===== config.mk =====
export PLATFORM = sky130hd
export DESIGN_NAME = mem_mux
export DESIGN_NICKNAME = d
export VERILOG_FILES = /design/src/source/mem_pkg.sv /design/src/source/mem_mux.sv
export SDC_FILE = /design/constraint.sdc
export NUM_CORES = 1
export LEC_CHECK = 0
export BUFFER_PORTS_ARGS = -buffer_cell sky130_fd_sc_hd__buf_2
export CAP_MARGIN = 25
export CORE_AREA = 4 4 90 92
export DETAILED_ROUTE_END_ITERATION = 8
export DIE_AREA = 0 0 94 96
export SYNTH_ARGS = -nofsm -noshare
export SYNTH_HDL_FRONTEND = slang
export SYNTH_SLANG_ARGS = --single-unit

===== constraint.sdc =====
create_clock -name clk -period 2.9 [get_ports clk]
set_clock_uncertainty 0.2 [all_clocks]
set_input_delay 0.29 -clock clk [delete_from_list [all_inputs] [get_ports clk]]
set_output_delay 0.29 -clock clk [all_outputs]
set_load 0.01 [all_outputs]

===== src/source/mem_pkg.sv =====
package mem_pkg;

    // Data path and byte lane geometry
    localparam int data_w      = 32;
    localparam int lanes       = 4;
    localparam int lane_sel_w  = 2;   // Low address bits that pick a byte lane

    // Client byte address and RAM word address
    localparam int addr_w      = 10;
    localparam int word_addr_w = 8;   // 256 words, wraps around at the top

    localparam int client_cnt  = 2;

    // Access sequencer states
    localparam logic [2:0] idle = 3'd0;
    localparam logic [2:0] hi_1 = 3'd1;   // Address cycle of the upper word
    localparam logic [2:0] hi_2 = 3'd2;   // Data cycle of the upper word
    localparam logic [2:0] lo_1 = 3'd3;
    localparam logic [2:0] lo_2 = 3'd4;
    localparam logic [2:0] done = 3'd5;

    // Access size requested by a client, code 2'b11 is never issued
    typedef enum logic [1:0] {
        acc_8  = 2'b00,
        acc_16 = 2'b01,
        acc_32 = 2'b10
    } acc_width_t;

    // One memory word, seen whole for shifting or lane by lane for merging and writes
    typedef union packed {
        logic [data_w-1:0]         word;
        logic [lanes-1:0][7:0]     bytes;
    } mem_word_u;

endpackage


===== src/source/mem_mux.sv =====
module mem_mux (
    input  logic                                                clk,
    input  logic                                                rst,
    input  logic [mem_pkg::client_cnt-1:0]                      client_requests,
    input  logic [mem_pkg::client_cnt-1:0]                      client_wes,
    input  logic [mem_pkg::client_cnt-1:0][1:0]                 client_widths,
    input  logic [mem_pkg::client_cnt-1:0][mem_pkg::addr_w-1:0] client_addrs,
    input  logic [mem_pkg::client_cnt-1:0][mem_pkg::data_w-1:0] client_wdata,
    input  logic                                                acc_ready,
    input  logic [mem_pkg::data_w-1:0]                          acc_rdata,
    output logic [mem_pkg::client_cnt-1:0]                      client_readies,
    output logic [mem_pkg::client_cnt-1:0][mem_pkg::data_w-1:0] client_rdata,
    output logic                                                acc_request,
    output logic                                                acc_we,
    output mem_pkg::acc_width_t                                 acc_width,
    output logic [mem_pkg::addr_w-1:0]                          acc_addr,
    output logic [mem_pkg::data_w-1:0]                          acc_wdata
);
    import mem_pkg::*;

    logic [$clog2(client_cnt)-1:0] grant_q;
    logic                          grant_valid_q;
    logic [$clog2(client_cnt)-1:0] pick;
    logic [$clog2(client_cnt)-1:0] sel;

    // Lowest numbered requester wins, so scan from the top down
    always_comb begin
        pick = '0;
        for (int i = client_cnt - 1; i >= 0; i--) begin
            if (client_requests[i]) begin
                pick = i[$clog2(client_cnt)-1:0];
            end
        end
    end

    // A fresh grant is visible in the same cycle, before it is latched
    assign sel = grant_valid_q ? grant_q : pick;

    assign acc_request = client_requests[sel];
    assign acc_we      = client_wes[sel];
    assign acc_width   = acc_width_t'(client_widths[sel]);
    assign acc_addr    = client_addrs[sel];
    assign acc_wdata   = client_wdata[sel];

    // Only the granted client sees ready and read data
    always_comb begin
        for (int i = 0; i < client_cnt; i++) begin
            client_readies[i] = acc_ready && (sel == i);
            client_rdata[i]   = (sel == i) ? acc_rdata : '0;
        end
    end

    always_ff @(posedge clk) begin
        if (rst) begin
            grant_valid_q <= 1'b0;
            grant_q       <= '0;
        end else if (!grant_valid_q) begin
            if (|client_requests) begin
                grant_valid_q <= 1'b1;
                grant_q       <= pick;
            end
        end else if (!client_requests[grant_q]) begin
            grant_valid_q <= 1'b0;   // Owner let go, arbitrate again next cycle
        end
    end

endmodule


Yosys cells after proc, flatten, opt, wreduce, memory -nomap -nowiden
Cells that the tools add are included.
- output and inout bits: 112
- RAM bits: 0
- bits in latches: 0
- flip-flop bits (word level): 2
- input port bits: 127
- ROM bits: 0
- memories kept: 0
- reduce and logical (&&, ||, !) cells: 4
- $add $sub $neg: 0
- divide/modulo/power cells: 0
- magnitude comparators: 2
- shift-type cells: 0
- muxes and demuxes: 20
- eq/ne operators: 0
- bitwise logic cells: 2
- multiply operators: 0
- operators with widths (operator ; number):
    $mux 32 ; 4
    $mux 10 ; 2
    $mux 1 ; 12
    $lt 1x2->1 const B ; 2
    $mux 2 ; 2
    $logic_and 1x1->1 ; 2
    $not 1->1 ; 2
    $reduce_and 2->1 ; 1
    $reduce_or 2->1 ; 1

Longest topological paths before layout
- word-level depth: 5
- gate-level depth with buffers: 6
- gate-level depth less buffers: 3

Worst setup path before layout
No wires, ideal clock.
- path type: in2out
- start: input port client_requests[0] (netlist name)
- end: output port acc_addr[3] (netlist name)
- path slack: 1236 ps
- stages: 5
- arrival time: 1174 ps
- path through: nand2b_1 > o21a_1 > buf_6 > buf_6 > mux2_4
- cells in the longest elaborated chain, start to end: 4
- ends and longest elaborated chain (item ; line ; text):
    start, declared ; mem_mux.sv:4 ; input logic [mem_pkg::client_cnt-1:0] client_requests,
    $mux 1 ; mem_mux.sv:30 ; if (client_requests[i]) begin
    $mux 1 ; mem_mux.sv:37 ; assign sel = grant_valid_q ? grant_q : pick;
    $mux 10 (not written as such) (2 in series) ; mem_mux.sv:42 ; assign acc_addr = client_addrs[sel];
    end, declared ; mem_mux.sv:16 ; output logic [mem_pkg::addr_w-1:0] acc_addr,
No other way between the ends. The select of a mux whose other input is x is not followed.

Final worst setup path
- start: register grant_valid_q
- end: output port acc_wdata[24] (netlist name)
- cells in the longest elaborated chain, start to end: 3
- ends and longest elaborated chain (item ; line ; text):
    start, declared ; mem_mux.sv:22 ; logic grant_valid_q;
    start signal, assigned ; mem_mux.sv:55 ; grant_valid_q <= 1'b0;
    start signal, assigned ; mem_mux.sv:59 ; grant_valid_q <= 1'b1;
    start signal, assigned ; mem_mux.sv:63 ; grant_valid_q <= 1'b0;
    $mux 1 ; mem_mux.sv:37 ;
    $mux 32 (not written as such) (2 in series) ; mem_mux.sv:43 ; assign acc_wdata = client_wdata[sel];
    end, declared ; mem_mux.sv:17 ; output logic [mem_pkg::data_w-1:0] acc_wdata
No other way between the ends. The select of a mux whose other input is x is not followed.

==> impl_metrics.tcl <==
set metrics [dict create \
    min_from "rst" \
    report.final.hold_viol_count 0 \
    pin_count 239 \
    critPathMaxStageDelay_ps 460 \
    worst_pin_slew_ps 583 \
    ir_drop_mv 0.304 \
    ant_nets 0 \
    synthArstFlopShare_pct 0 \
    switching_share_pct 37.2 \
    cts_resized 0 \
    initial_core_util_pct 18.0 \
    p_switching_uw 227 \
    grt_usage_pct 11.9 \
    synthFlopType "dfxtp_1" \
    area_growth_pct 99.2 \
    synth-seq-cells 2 \
    vias 1833 \
    fp.coreArea_um2 7210 \
    drc 0 \
    first_pass_iters 4 \
    min_path_type "input pin to flop" \
    dp_cells 464 \
    drive_above_1_share_pct 79.1 \
    synth_warnings 0 \
    final_net_count 497 \
    cts.sinks 2 \
    timing.slew.headroom_pct 61.2 \
    p_seq_share_pct 5.3 \
    syn_area_um2 1300 \
    clock_latency_ps 210 \
    worst-setup-path-type "flop to output pin" \
    synth_largest_area_cell "mux2_4" \
    grt_max_degree 40 \
    p_leak_nw 1.65 \
    postLayoutCellArea_um2 2580 \
    hold_buffers 0 \
    crit_slowest_cell "buf_4" \
    setup_tns_ps 0 \
    intPower_uw 383 \
    max_cap_violations 0 \
    grt_first_pass_wirelength_mm 8.72 \
    grt_pass1_vias 1849 \
    synthCells 136 \
    clockPowerShare_pct 17.5 \
    crit_buf_inv 2 \
    antenna_found_initial 3 \
    syn_area_per_cell_um2 9.54 \
    synth-seq-area-share_pct 3.09 \
    setup_viol 0 \
    fmax_mhz 434 \
    portBuffers 238 \
    totalPowerFinal_uw 610 \
    cts_setup_buffers 0 \
    r2r_start "grant_q" \
    slew_viol_final 0 \
    gp_congestion 0.809 \
    postLayoutCoreUtil_pct 35.8 \
    pwr-share-comb_pct 77.2 \
    drt_wl_total_mm 6.28 \
    die-area_um2 9020 \
    powerDensity_nw_per_um2 236 \
    final_cells 468 \
    crit_chain "nand2_1 -> o21a_4 -> buf_4 -> mux2_4 -> buf_2" \
    detail_route.vias_per_cell 3.92 \
    post_drt_wl_per_cell_um 13.4 \
    period_needed_ps 2310 \
    yosysUniqueCellTypes 15 \
    die_x_um 94 \
    clockBufferDepth 2 \
    hpwlAfterDp_mm 5.66 \
    gr-total-overflow 0 \
    startpoint "grant_valid_q" \
    syn_nets 263 \
    end_kind "output pin" \
    synth_top_area_share_pct 52.1 \
    cts.htree.levels 1 \
    rows 31 \
    cp_top_family "buffers and inverters" \
    required_ps 2410 \
    grt_setup_unrepaired "no" \
    root_buffer "clkbuf_8" \
    cp.arrival_ps 1820 \
    synth_edf_count 0 \
    synth_area_leaders "mux2_4, and2_1, buf_6, dfxtp_1, clkbuf_1" \
    dpl-instance-area_um2 2540 \
    cts_tree "built" \
    status "completed" \
    clk_pin_slew_ps 30 \
    worstPathMaxFanout 39 \
    die_y_um 96 \
    timing.final.crit_share_pct 79.5 \
    start_kind "flop" \
    drt-initial-drc-count 31 \
    cts_buffers 3 \
]
[kinds of logic after synthesis]
family	count (synthesis)	synth area share, %
multiplexers	46	52.8
flip-flops	2	3.09
buffers and inverters	13	8.39
AO/OA/AOI/OAI	5	2.31
AND/OR/NAND/NOR	70	33.4
[worst reg2reg max path: stages (launching register included)]
cell and delay, ps:
dfxtp_1 350, mux2i_1 190, a21oi_1 80, nor2b_1 130
[layout make-up]
type | instances | area [µm²]
Fill cell | 767 | 4630
Timing Repair Buffer | 241 | 1210
Antenna cell | 1 | 2.50
Sequential cell | 2 | 40.0
Inverter | 1 | 3.75
Multi-Input combinational cell | 121 | 1160
Tap cell | 99 | 124
Clock buffer | 3 | 41.3
[flip-flops by register name, indices dropped and copies added (netlist names)]
name / cells
grant_valid_q: 1
grant_q: 1
[cell usage after synthesis (2+ instances only)]
| master | number |
|---|---|
| and2_1 | 66 |
| mux2_4 | 45 |
| buf_6 | 8 |
| clkbuf_1 | 4 |
| a21oi_1 | 2 |
| dfxtp_1 | 2 |
[routing by layer]
| metal | vias up | track usage (%) | part of all wire (%) |
|---|---|---|---|
| li1 | 920 | - | - |
| met1 | 777 | 11.7 | 33 |
| met2 | 122 | 23.6 | 52 |
| met3 | 10 | 5.16 | 14 |
| met4 | 4 | 1.20 | 0.68 |
| met5 | - | 0 | 0.43 |
[path summary, 6_finish.rpt]
kind,end,slack [ps],cells past startpoint
hold / removal,grant_valid_q,60,2
hold reg to reg,grant_q,330,2
setup / recovery,acc_wdata[24],590,5
setup reg to reg,grant_valid_q,1840,3
[power by group through the flow]
stage	Combinational (mW)	Clock [mW]	Sequential (mW)
5_1_grt	0.512	0.114	0.0329
2_1_floorplan	0.271	0	0.0319
4_1_cts	0.479	0.108	0.0326
6_report	0.470	0.107	0.0325
3_5_place_dp	0.478	0	0.0329
3_3_place_gp	0.470	0	0.0328
[layout by cell type (no fill, tap or decap)]
cell type  Yosys  layout
diode_2        0       1
and2_1        66      66
dfxtp_1        2       2
inv_1          1       1
mux2i_1        1       1
nand2_1        1       1
nor2_1         1       1
mux2_4        45      45
a21oi_1        2       2
nor2b_1        1       1
buf_4          0       3
clkbuf_8       0       3
o21ai_2        0       1
nand2b_1       1       1
a211oi_1       1       1
o21a_4         0       1
buf_2          0     238
[stage by stage]
stage | hold slack, ps | setup WS (ps)
final | 59.2 | 594
after global routing | 78.3 | 498
after CTS | 59.9 | 586
after detailed placement | 272 | 735
after global placement | 268 | 764
after floorplan | 162 | 1240
Power figures use the tool's default switching activity.
