## src/source/mem_pkg.sv

```systemverilog
package mem_pkg;

    // Data path and byte lane geometry
    localparam int data_w      = 32;
    localparam int lanes       = 4;
    localparam int lane_sel_w  = 2;   // Low address bits that pick a byte lane

    // Client byte address and RAM word address
    localparam int addr_w      = 10;
    localparam int word_addr_w = 8;   // 256 words, wraps around at the top

    localparam int client_cnt  = 2;

    // Access sequencer states
    localparam logic [2:0] idle = 3'd0;
    localparam logic [2:0] hi_1 = 3'd1;   // Address cycle of the upper word
    localparam logic [2:0] hi_2 = 3'd2;   // Data cycle of the upper word
    localparam logic [2:0] lo_1 = 3'd3;
    localparam logic [2:0] lo_2 = 3'd4;
    localparam logic [2:0] done = 3'd5;

    // Access size requested by a client, code 2'b11 is never issued
    typedef enum logic [1:0] {
        acc_8  = 2'b00,
        acc_16 = 2'b01,
        acc_32 = 2'b10
    } acc_width_t;

    // One memory word, seen whole for shifting or lane by lane for merging and writes
    typedef union packed {
        logic [data_w-1:0]         word;
        logic [lanes-1:0][7:0]     bytes;
    } mem_word_u;

endpackage

```

## src/source/mem_if.sv

```systemverilog
module mem_if (
    input  logic                            clk,
    input  logic                            rst,
    input  logic                            acc_request,
    input  logic                            acc_we,
    input  mem_pkg::acc_width_t             acc_width,
    input  logic [mem_pkg::addr_w-1:0]      acc_addr,
    input  logic [mem_pkg::data_w-1:0]      acc_wdata,
    input  logic [mem_pkg::data_w-1:0]      ram_rdata,
    output logic                            acc_ready,
    output logic [mem_pkg::data_w-1:0]      acc_rdata,
    output logic [mem_pkg::word_addr_w-1:0] ram_addr,
    output logic [mem_pkg::data_w-1:0]      ram_wdata,
    output logic [mem_pkg::lanes-1:0]       ram_we
);
    import mem_pkg::*;

    logic [2:0]             state_q;
    logic [lane_sel_w-1:0]  lane_off_q;
    logic                   split_q;
    logic                   single_now;
    logic [lane_sel_w-1:0]  hi_shift;
    logic [word_addr_w-1:0] word_addr;
    logic [lanes-1:0]       width_mask;
    logic                   hi_phase;
    mem_word_u              rd_lo;
    mem_word_u              rd_hi;
    mem_word_u              hi_q;
    mem_word_u              merged;

    assign word_addr = acc_addr[addr_w-1:lane_sel_w];
    assign hi_phase  = (state_q == hi_1) || (state_q == hi_2);

    // Bytes of the access that spill into the next word start at this lane distance
    assign hi_shift = ~lane_off_q + 1'b1;

    // The access fits in one word unless it runs past lane 3
    assign single_now = (acc_width == acc_8)
        || (acc_width == acc_16 && acc_addr[lane_sel_w-1:0] != 2'd3)
        || (acc_width == acc_32 && acc_addr[lane_sel_w-1:0] == '0);

    always_comb begin
        case (acc_width)
            acc_8:   width_mask = 4'b0001;
            acc_16:  width_mask = 4'b0011;
            default: width_mask = 4'b1111;
        endcase
    end

    // Upper word goes first on a split access, the index wraps past 255
    assign ram_addr = hi_phase ? word_addr + 1'b1 : word_addr;

    always_comb begin
        ram_we = '0;
        if (hi_phase) begin
            ram_wdata = acc_wdata >> {hi_shift, 3'b000};   // Top client bytes into low lanes
        end else begin
            ram_wdata = acc_wdata << {lane_off_q, 3'b000};
        end
        if (acc_we && state_q == hi_2) begin
            ram_we = width_mask >> hi_shift;
        end
        if (acc_we && state_q == lo_2) begin
            ram_we = width_mask << lane_off_q;
        end
    end

    // Read side, the low word is realigned to byte 0 and the upper bytes come from hi_q
    always_comb begin
        rd_lo.word = ram_rdata >> {lane_off_q, 3'b000};
        rd_hi.word = ram_rdata << {hi_shift, 3'b000};
        for (int i = 0; i < lanes; i++) begin
            if (!width_mask[i]) begin
                merged.bytes[i] = 8'h00;   // Zero-extend short reads
            end else if (split_q && (i + lane_off_q >= lanes)) begin
                merged.bytes[i] = hi_q.bytes[i];
            end else begin
                merged.bytes[i] = rd_lo.bytes[i];
            end
        end
    end

    always_ff @(posedge clk) begin
        if (rst) begin
            state_q    <= idle;
            lane_off_q <= '0;
            split_q    <= 1'b0;
        end else begin
            case (state_q)
                idle: begin
                    if (acc_request) begin
                        lane_off_q <= acc_addr[lane_sel_w-1:0];
                        split_q    <= !single_now;
                        state_q    <= single_now ? lo_1 : hi_1;
                    end
                end
                hi_1: state_q <= hi_2;
                hi_2: state_q <= lo_1;
                lo_1: state_q <= lo_2;
                lo_2: state_q <= done;
                done: begin
                    if (!acc_request) begin
                        state_q <= idle;   // Client has taken the result
                    end
                end
                default: state_q <= idle;
            endcase
        end
    end

    // RAM data is valid in the second cycle of each word access
    always_ff @(posedge clk) begin
        if (state_q == hi_2) begin
            hi_q <= rd_hi;
        end
        if (state_q == lo_2) begin
            acc_rdata <= merged.word;
        end
    end

    assign acc_ready = (state_q == done) && acc_request;

endmodule

```

## config.mk

```make
export PLATFORM = sky130hd
export DESIGN_NAME = mem_if
export DESIGN_NICKNAME = d
export VERILOG_FILES = /design/src/source/mem_pkg.sv /design/src/source/mem_if.sv
export SDC_FILE = /design/constraint.sdc
export NUM_CORES = 1
export LEC_CHECK = 0
export ABC_AREA = 1
export BUFFER_PORTS_ARGS = -buffer_cell sky130_fd_sc_hd__buf_2
export CAP_MARGIN = 20
export CORE_ASPECT_RATIO = 1.25
export CORE_MARGIN = 1.5
export CORE_UTILIZATION = 45
export CTS_BUF_LIST = sky130_fd_sc_hd__clkbuf_16
export DETAILED_ROUTE_END_ITERATION = 16
export PLACE_DENSITY = 0.76
export RECOVER_POWER = 50
export SLEW_MARGIN = 40
export SYNTH_ARGS = -nofsm -noshare
export SYNTH_HDL_FRONTEND = slang
export SYNTH_SLANG_ARGS = --single-unit
```

## constraint.sdc

```tcl
create_clock -name clk -period 3.38 [get_ports clk]
set_input_delay 0.507 -clock clk [delete_from_list [all_inputs] [get_ports clk]]
set_output_delay 0.507 -clock clk [all_outputs]
set_load 0.05 [all_outputs]
```

# Word-level counts from Yosys, hierarchy flattened
# Index checks and enable logic that the tools add are counted.
[word_totals]
ff_bits = 70
in_bits = 80
output_inout_bits = 77
wordCells = 65
[op_classes]
add_sub_neg = 5
magnitude_cmp = 4
n_eq_ne = 10
n_shift = 6
n_mux = 13
n_bitwise = 1
reduce_logical = 18
[op_table]
columns = ["op", "count"]
rows = [
  ["$shl A32 B5 Y32", 2],
  ["$shr A32 B5 Y32", 2],
  ["$mux W8", 5],
  ["$mux W32", 1],
  ["$pmux W3 S6", 1],
  ["$ge A3 B3 Y1 const B", 3],
  ["$logic_and A1 B1 Y1", 9],
  ["$add A8 B1 Y8 const B", 1],
  ["$mux W4", 2],
  ["$pmux W4 S2", 1],
  ["$add A2 B2 Y3 const A", 2],
  ["$eq A3 B2 Y1 const B", 2],
  ["$eq A3 B3 Y1 const B", 2],
  ["$mux W3", 2],
  ["$ne A2 B2 Y1 const B", 3],
  ["$logic_not A2 Y1", 2],
  ["$reduce_and A2 Y1", 2],
  ["$shl A4 B2 Y4", 1],
  ["$shr A4 B2 Y4", 1],
  ["$add A1 B2 Y3 const A", 1],
  ["$eq A3 B1 Y1 const B", 1],
  ["$ge A2 B3 Y1 const B", 1],
  ["$logic_not A3 Y1", 1],
  ["$logic_or A1 B1 Y1", 3],
  ["6 further kinds", 6],
]

# Depth between registers and ports, before layout
[logic_depth]
ltp_word = 7
mapped_depth = 9
mapped_depth_nobuf = 7

# Worst setup path after synthesis
# Ideal clock, no wire load.
[synth_path]
kind = "flip-flop to output port"
start = "register lane_off_q[1]"
end = "output port ram_we[3] (netlist bit)"
arrival_ns = 2.712
t_required_ns = 2.873
slack_ns = 0.161
stages_incl_launch_ff = 9
path_buffers = 3
path_cell_list = "dfxtp_1 buf_2 inv_2 clkbuf_1 ha_1 inv_1 clkbuf_1 nand3_1 o21ai_0"
[synth_via]
elab_chain_cells = 5
elab_cells_between_ends = 6
cone_classes = "1 x add/sub; 2 x shift; 2 x mux; 1 x bitwise"
[synth_rtl]
columns = ["element", "line", "source"]
rows = [
  ["start: declaration", "mem_if.sv:19", "logic [lane_sel_w-1:0] lane_off_q;"],
  ["start signal: assignment", "mem_if.sv:92", "lane_off_q <= acc_addr[lane_sel_w-1:0];"],
  ["$not A2 Y2", "mem_if.sv:35", "assign hi_shift = ~lane_off_q + 1'b1;"],
  ["$add A2 B1 Y2", "mem_if.sv:35", ""],
  ["net hi_shift[1]", "mem_if.sv:22", "logic [lane_sel_w-1:0] hi_shift;"],
  ["$shr A4 B2 Y4", "mem_if.sv:61", "ram_we = width_mask >> hi_shift;"],
  ["$mux W4", "mem_if.sv:60", "if (acc_we && state_q == hi_2) begin"],
  ["$mux W4", "mem_if.sv:63", "if (acc_we && state_q == lo_2) begin"],
  ["end: declaration", "mem_if.sv:14", "output logic [mem_pkg::lanes-1:0] ram_we"],
]
# The timed path passes the listed nets, and every way through them passes these cells.

# Worst setup path after layout
[layout_path]
start = "register state_q[0]"
end = "output port ram_wdata[8] (netlist bit)"
[layout_via]
elab_chain_cells = 3
elab_cells_between_ends = 4
cone_classes = "2 x eq/ne; 1 x mux; 1 x reduce/logical"
[layout_rtl]
columns = ["element", "line", "source"]
rows = [
  ["start: declaration", "mem_if.sv:18", "logic [2:0] state_q;"],
  ["start signal: assignment", "mem_if.sv:85", "state_q <= idle;"],
  ["start signal: assignment", "mem_if.sv:94", "state_q <= single_now ? lo_1 : hi_1;"],
  ["start signal: assignment", "mem_if.sv:97", "hi_1: state_q <= hi_2;"],
  ["$eq A3 B1 Y1 or $eq A3 B2 Y1 (tied branches)", "mem_if.sv:32", "assign hi_phase = (state_q == hi_1) || (state_q == hi_2);"],
  ["$logic_or A1 B1 Y1 *", "mem_if.sv:32", ""],
  ["$mux W32 *", "mem_if.sv:55", "if (hi_phase) begin"],
  ["end: declaration", "mem_if.sv:13", "output logic [mem_pkg::data_w-1:0] ram_wdata,"],
]
# Mark *: on every way between the ends. The rest lies on a longest branch, timed or not.

==> impl_metrics.py <==
metrics = {
    "worst_setup_path": {
        "rrSetupSlack_ps": 840,
        "path_max_fanout": 28,
        "reg2reg_to": "acc_rdata[15]$_SDFFCE_PN0N_",
        "cpMaxStageDelayCell": "nand2_1",
        "criticalPathCategory": "register to output port",
        "timing.rr.start": "state_q[0]$_SDFFE_PP0P_",
        "cp-start-kind": "register",
        "cp.arrival_ps": 2560,
        "endpoint_kind": "output port",
        "critPathRequiredTime_ps": 2870,
        "max_stage_delay_ps": 410,
        "reg2reg_depth": 4,
        "worstPathCellList": "nor2_2 -> nor2_8 -> inv_2 -> nand2_1 -> o21ai_1 -> buf_2",
    },
    "sta": {
        "fin_crit_ps": 3060,
        "setup-tns-final_ps": 0,
        "slew_viol_final": 31,
        "worstMarginPinSlew_ps": 1570,
        "finClkSkew_ps": 4.16,
        "post-route-period-util": 0.906,
        "rsz0062_at_grt": "no",
        "fmax_mhz": 327,
        "worst_slew_margin_rel": -0.0472,
        "setup_ws_ps": 318,
        "setup_viol": 0,
        "timing.hold.ws_ps": 421,
        "hold_viol_final": 0,
    },
    "layout": {
        "area_growth_pct": 23.0,
        "regArea_um2": 1800,
        "final_cells": 943,
        "drive_gt1_frac": 0.188,
        "diodes": 0,
        "finalInstanceArea_um2": 5660,
        "post-route-util": 0.566,
        "final_nets": 893,
        "multi_input_area_um2": 2470,
        "n_fill_cell": 997,
    },
    "route": {
        "totalWireLength_mm": 14.8,
        "dr.first_iter.drc_count": 416,
        "drt_pre_antenna_iters": 5,
        "vias_per_cell": 5.66,
        "num_vias": 5334,
        "drc": 0,
        "ant_nets": 0,
        "routedWlPerCell_um": 15.7,
    },
    "pwr": {
        "p_sw_mw": 1.52,
        "cellLeakagePower_nw": 2.66,
        "peakVddDrop_uv": 371,
        "intPower_mw": 1.92,
        "netSwitchingFraction": 0.443,
        "pwr-share-comb": 0.443,
        "power.density_nw_per_um2": 609,
        "seq_power_share": 0.276,
        "pwr-share-clk": 0.282,
        "finalPower_mw": 3.44,
    },
    "logic_synthesis": {
        "synth_top_area_frac": 0.366,
        "yosys.cell_types.count": 32,
        "synthTopCellsByCount": "nand2_1, nand3_1, edfxtp_1",
        "synthesis.nets": 762,
        "synth_area_leader_cell": "edfxtp_1",
        "synthCells": 678,
        "synth_area_per_cell_um2": 6.78,
        "synth_most_common_cell": "nand2_1",
        "seq_area_frac_synth": 0.392,
        "yosys_warnings": 0,
        "async_reset_ff_frac": 0,
        "synth.area.top_cells": "edfxtp_1, nand2_1, nand3_1",
        "synth_edf_count": 56,
        "ys_ff_latch": 62,
        "synth_area_um2": 4600,
        "ys.flop_type": "edfxtp_1",
    },
    "clock_tree": {
        "cts_tree": "yes",
        "cts.path.max_buffers": 2,
        "cts_setup_buffers": 0,
        "hold_buffers": 0,
        "clock_sinks": 62,
        "clk_pin_slew_ps": 50,
        "clk_latency_ps": 330,
        "ctsHtreeMaxLevel": 3,
        "cts_buffers": 9,
        "cts-root-buf": "clkbuf_16",
        "post_cts_resized": 0,
    },
    "placement": {
        "portBuffers": 156,
        "gp_congestion": 0.890,
        "dp_hpwl_mm": 10.3,
        "postPlaceCellArea_um2": 5390,
        "dp.cells": 927,
        "pre_cts_ws_ps": 720,
    },
    "grt": {
        "grt_pass1_vias": 4974,
        "overflow": 0,
        "grtUsageTotal": 0.273,
        "grt_pass1_wl_mm": 23.1,
        "antenna_found_initial": 0,
        "grt_max_degree": 80,
    },
    "floorplanning": {
        "core_area_um2": 10000,
        "die_y_um": 116,
        "start_util": 0.460,
        "die_area_um2": 10800,
        "ios": 157,
        "rows": 41,
        "die_x_um": 93.4,
    },
    "hold_path": {
        "hold_start": "rst",
        "whs_path_depth": 2,
        "hp-class": "input port to register",
        "worstHoldEndpoint": "state_q[0]$_SDFFE_PP0P_",
    },
    "run": {
        "maxCapViolations": 1,
    },
    "run_status": {
        "status": "finished with violations",
        "violations": "max-capacitance violations, max-slew violations",
    },
}
[final cells by class]
class | count | area share
Multi-Input combinational cell | 542 | 0.437
Clock inverter | 7 | 0.0157
Clock buffer | 9 | 0.0398
Inverter | 30 | 0.0199
Timing Repair Buffer | 164 | 0.141
Tap cell | 129 | 0.0285
Sequential cell | 62 | 0.318
[placed cells by master, fill, tap and decap left out, drive strengths merged, types with 4 or more instances in the layout]
cell type  instances
a21oi             43
a31oi             17
buf              131
clkbuf            42
dfxtp              6
edfxtp            56
ha                 4
inv               30
nand2            250
nand3            105
nor2              40
o21ai             66
xnor2              4
[metal layers]
layer	wire length, µm	GRT usage	vias up
met5	0	0	-
met4	523	0.161	0
met3	1570	0.0584	34
met2	7210	0.476	319
met1	5460	0.306	2417
li1	-	-	2564
[how the worst max path moves through the flow]
stage                                     from       endpoint  slack [ps]  depth (start not counted)
finish                 state_q[0]$_SDFFE_PP0P_   ram_wdata[8]         320                          6
global placement       state_q[0]$_SDFFE_PP0P_   ram_wdata[8]         710                          6
detailed placement     state_q[0]$_SDFFE_PP0P_   ram_wdata[8]         720                          6
CTS                    state_q[0]$_SDFFE_PP0P_   ram_wdata[8]         360                          6
global route        lane_off_q[1]$_SDFFE_PP0P_  ram_wdata[23]         200                          8
floorplan           lane_off_q[1]$_SDFFE_PP0P_      ram_we[3]         160                          8
[logic make-up after synthesis]
kind of cell / count (synthesis) / share of synthesized area
AOI/OAI and AO/OA: 131 / 0.150
adders and majority gates: 4 / 0.0109
and+or+nand+nor: 402 / 0.367
DFF: 62 / 0.392
xor gates and xnor gates: 5 / 0.00952
buffers and inverters: 74 / 0.0707
[registers in the layout (all words and copies together) (netlist names)]
register	flops
acc_rdata	32
hi_q	24
lane_off_q	2
split_q	1
state_q	3
[worst max-delay path: cells and delay by family (launching register included)]
kind | cells | cell delay (ps)
buffers and inverters | 2 | 660
AND/OR/NAND/NOR | 3 | 850
flip-flops | 1 | 360
AO/OA/AOI/OAI | 1 | 330
[power by group through the flow]
stage	Clock [mW]	Combinational, mW	Sequential, mW
after floorplan	0	1.11	0.999
after global placement	0	1.50	0.961
after detailed placement	0	1.51	0.963
after CTS	0.983	1.52	0.948
after global routing	1.01	1.63	0.954
final	0.970	1.52	0.949
(Power assumes the default switching activity.)
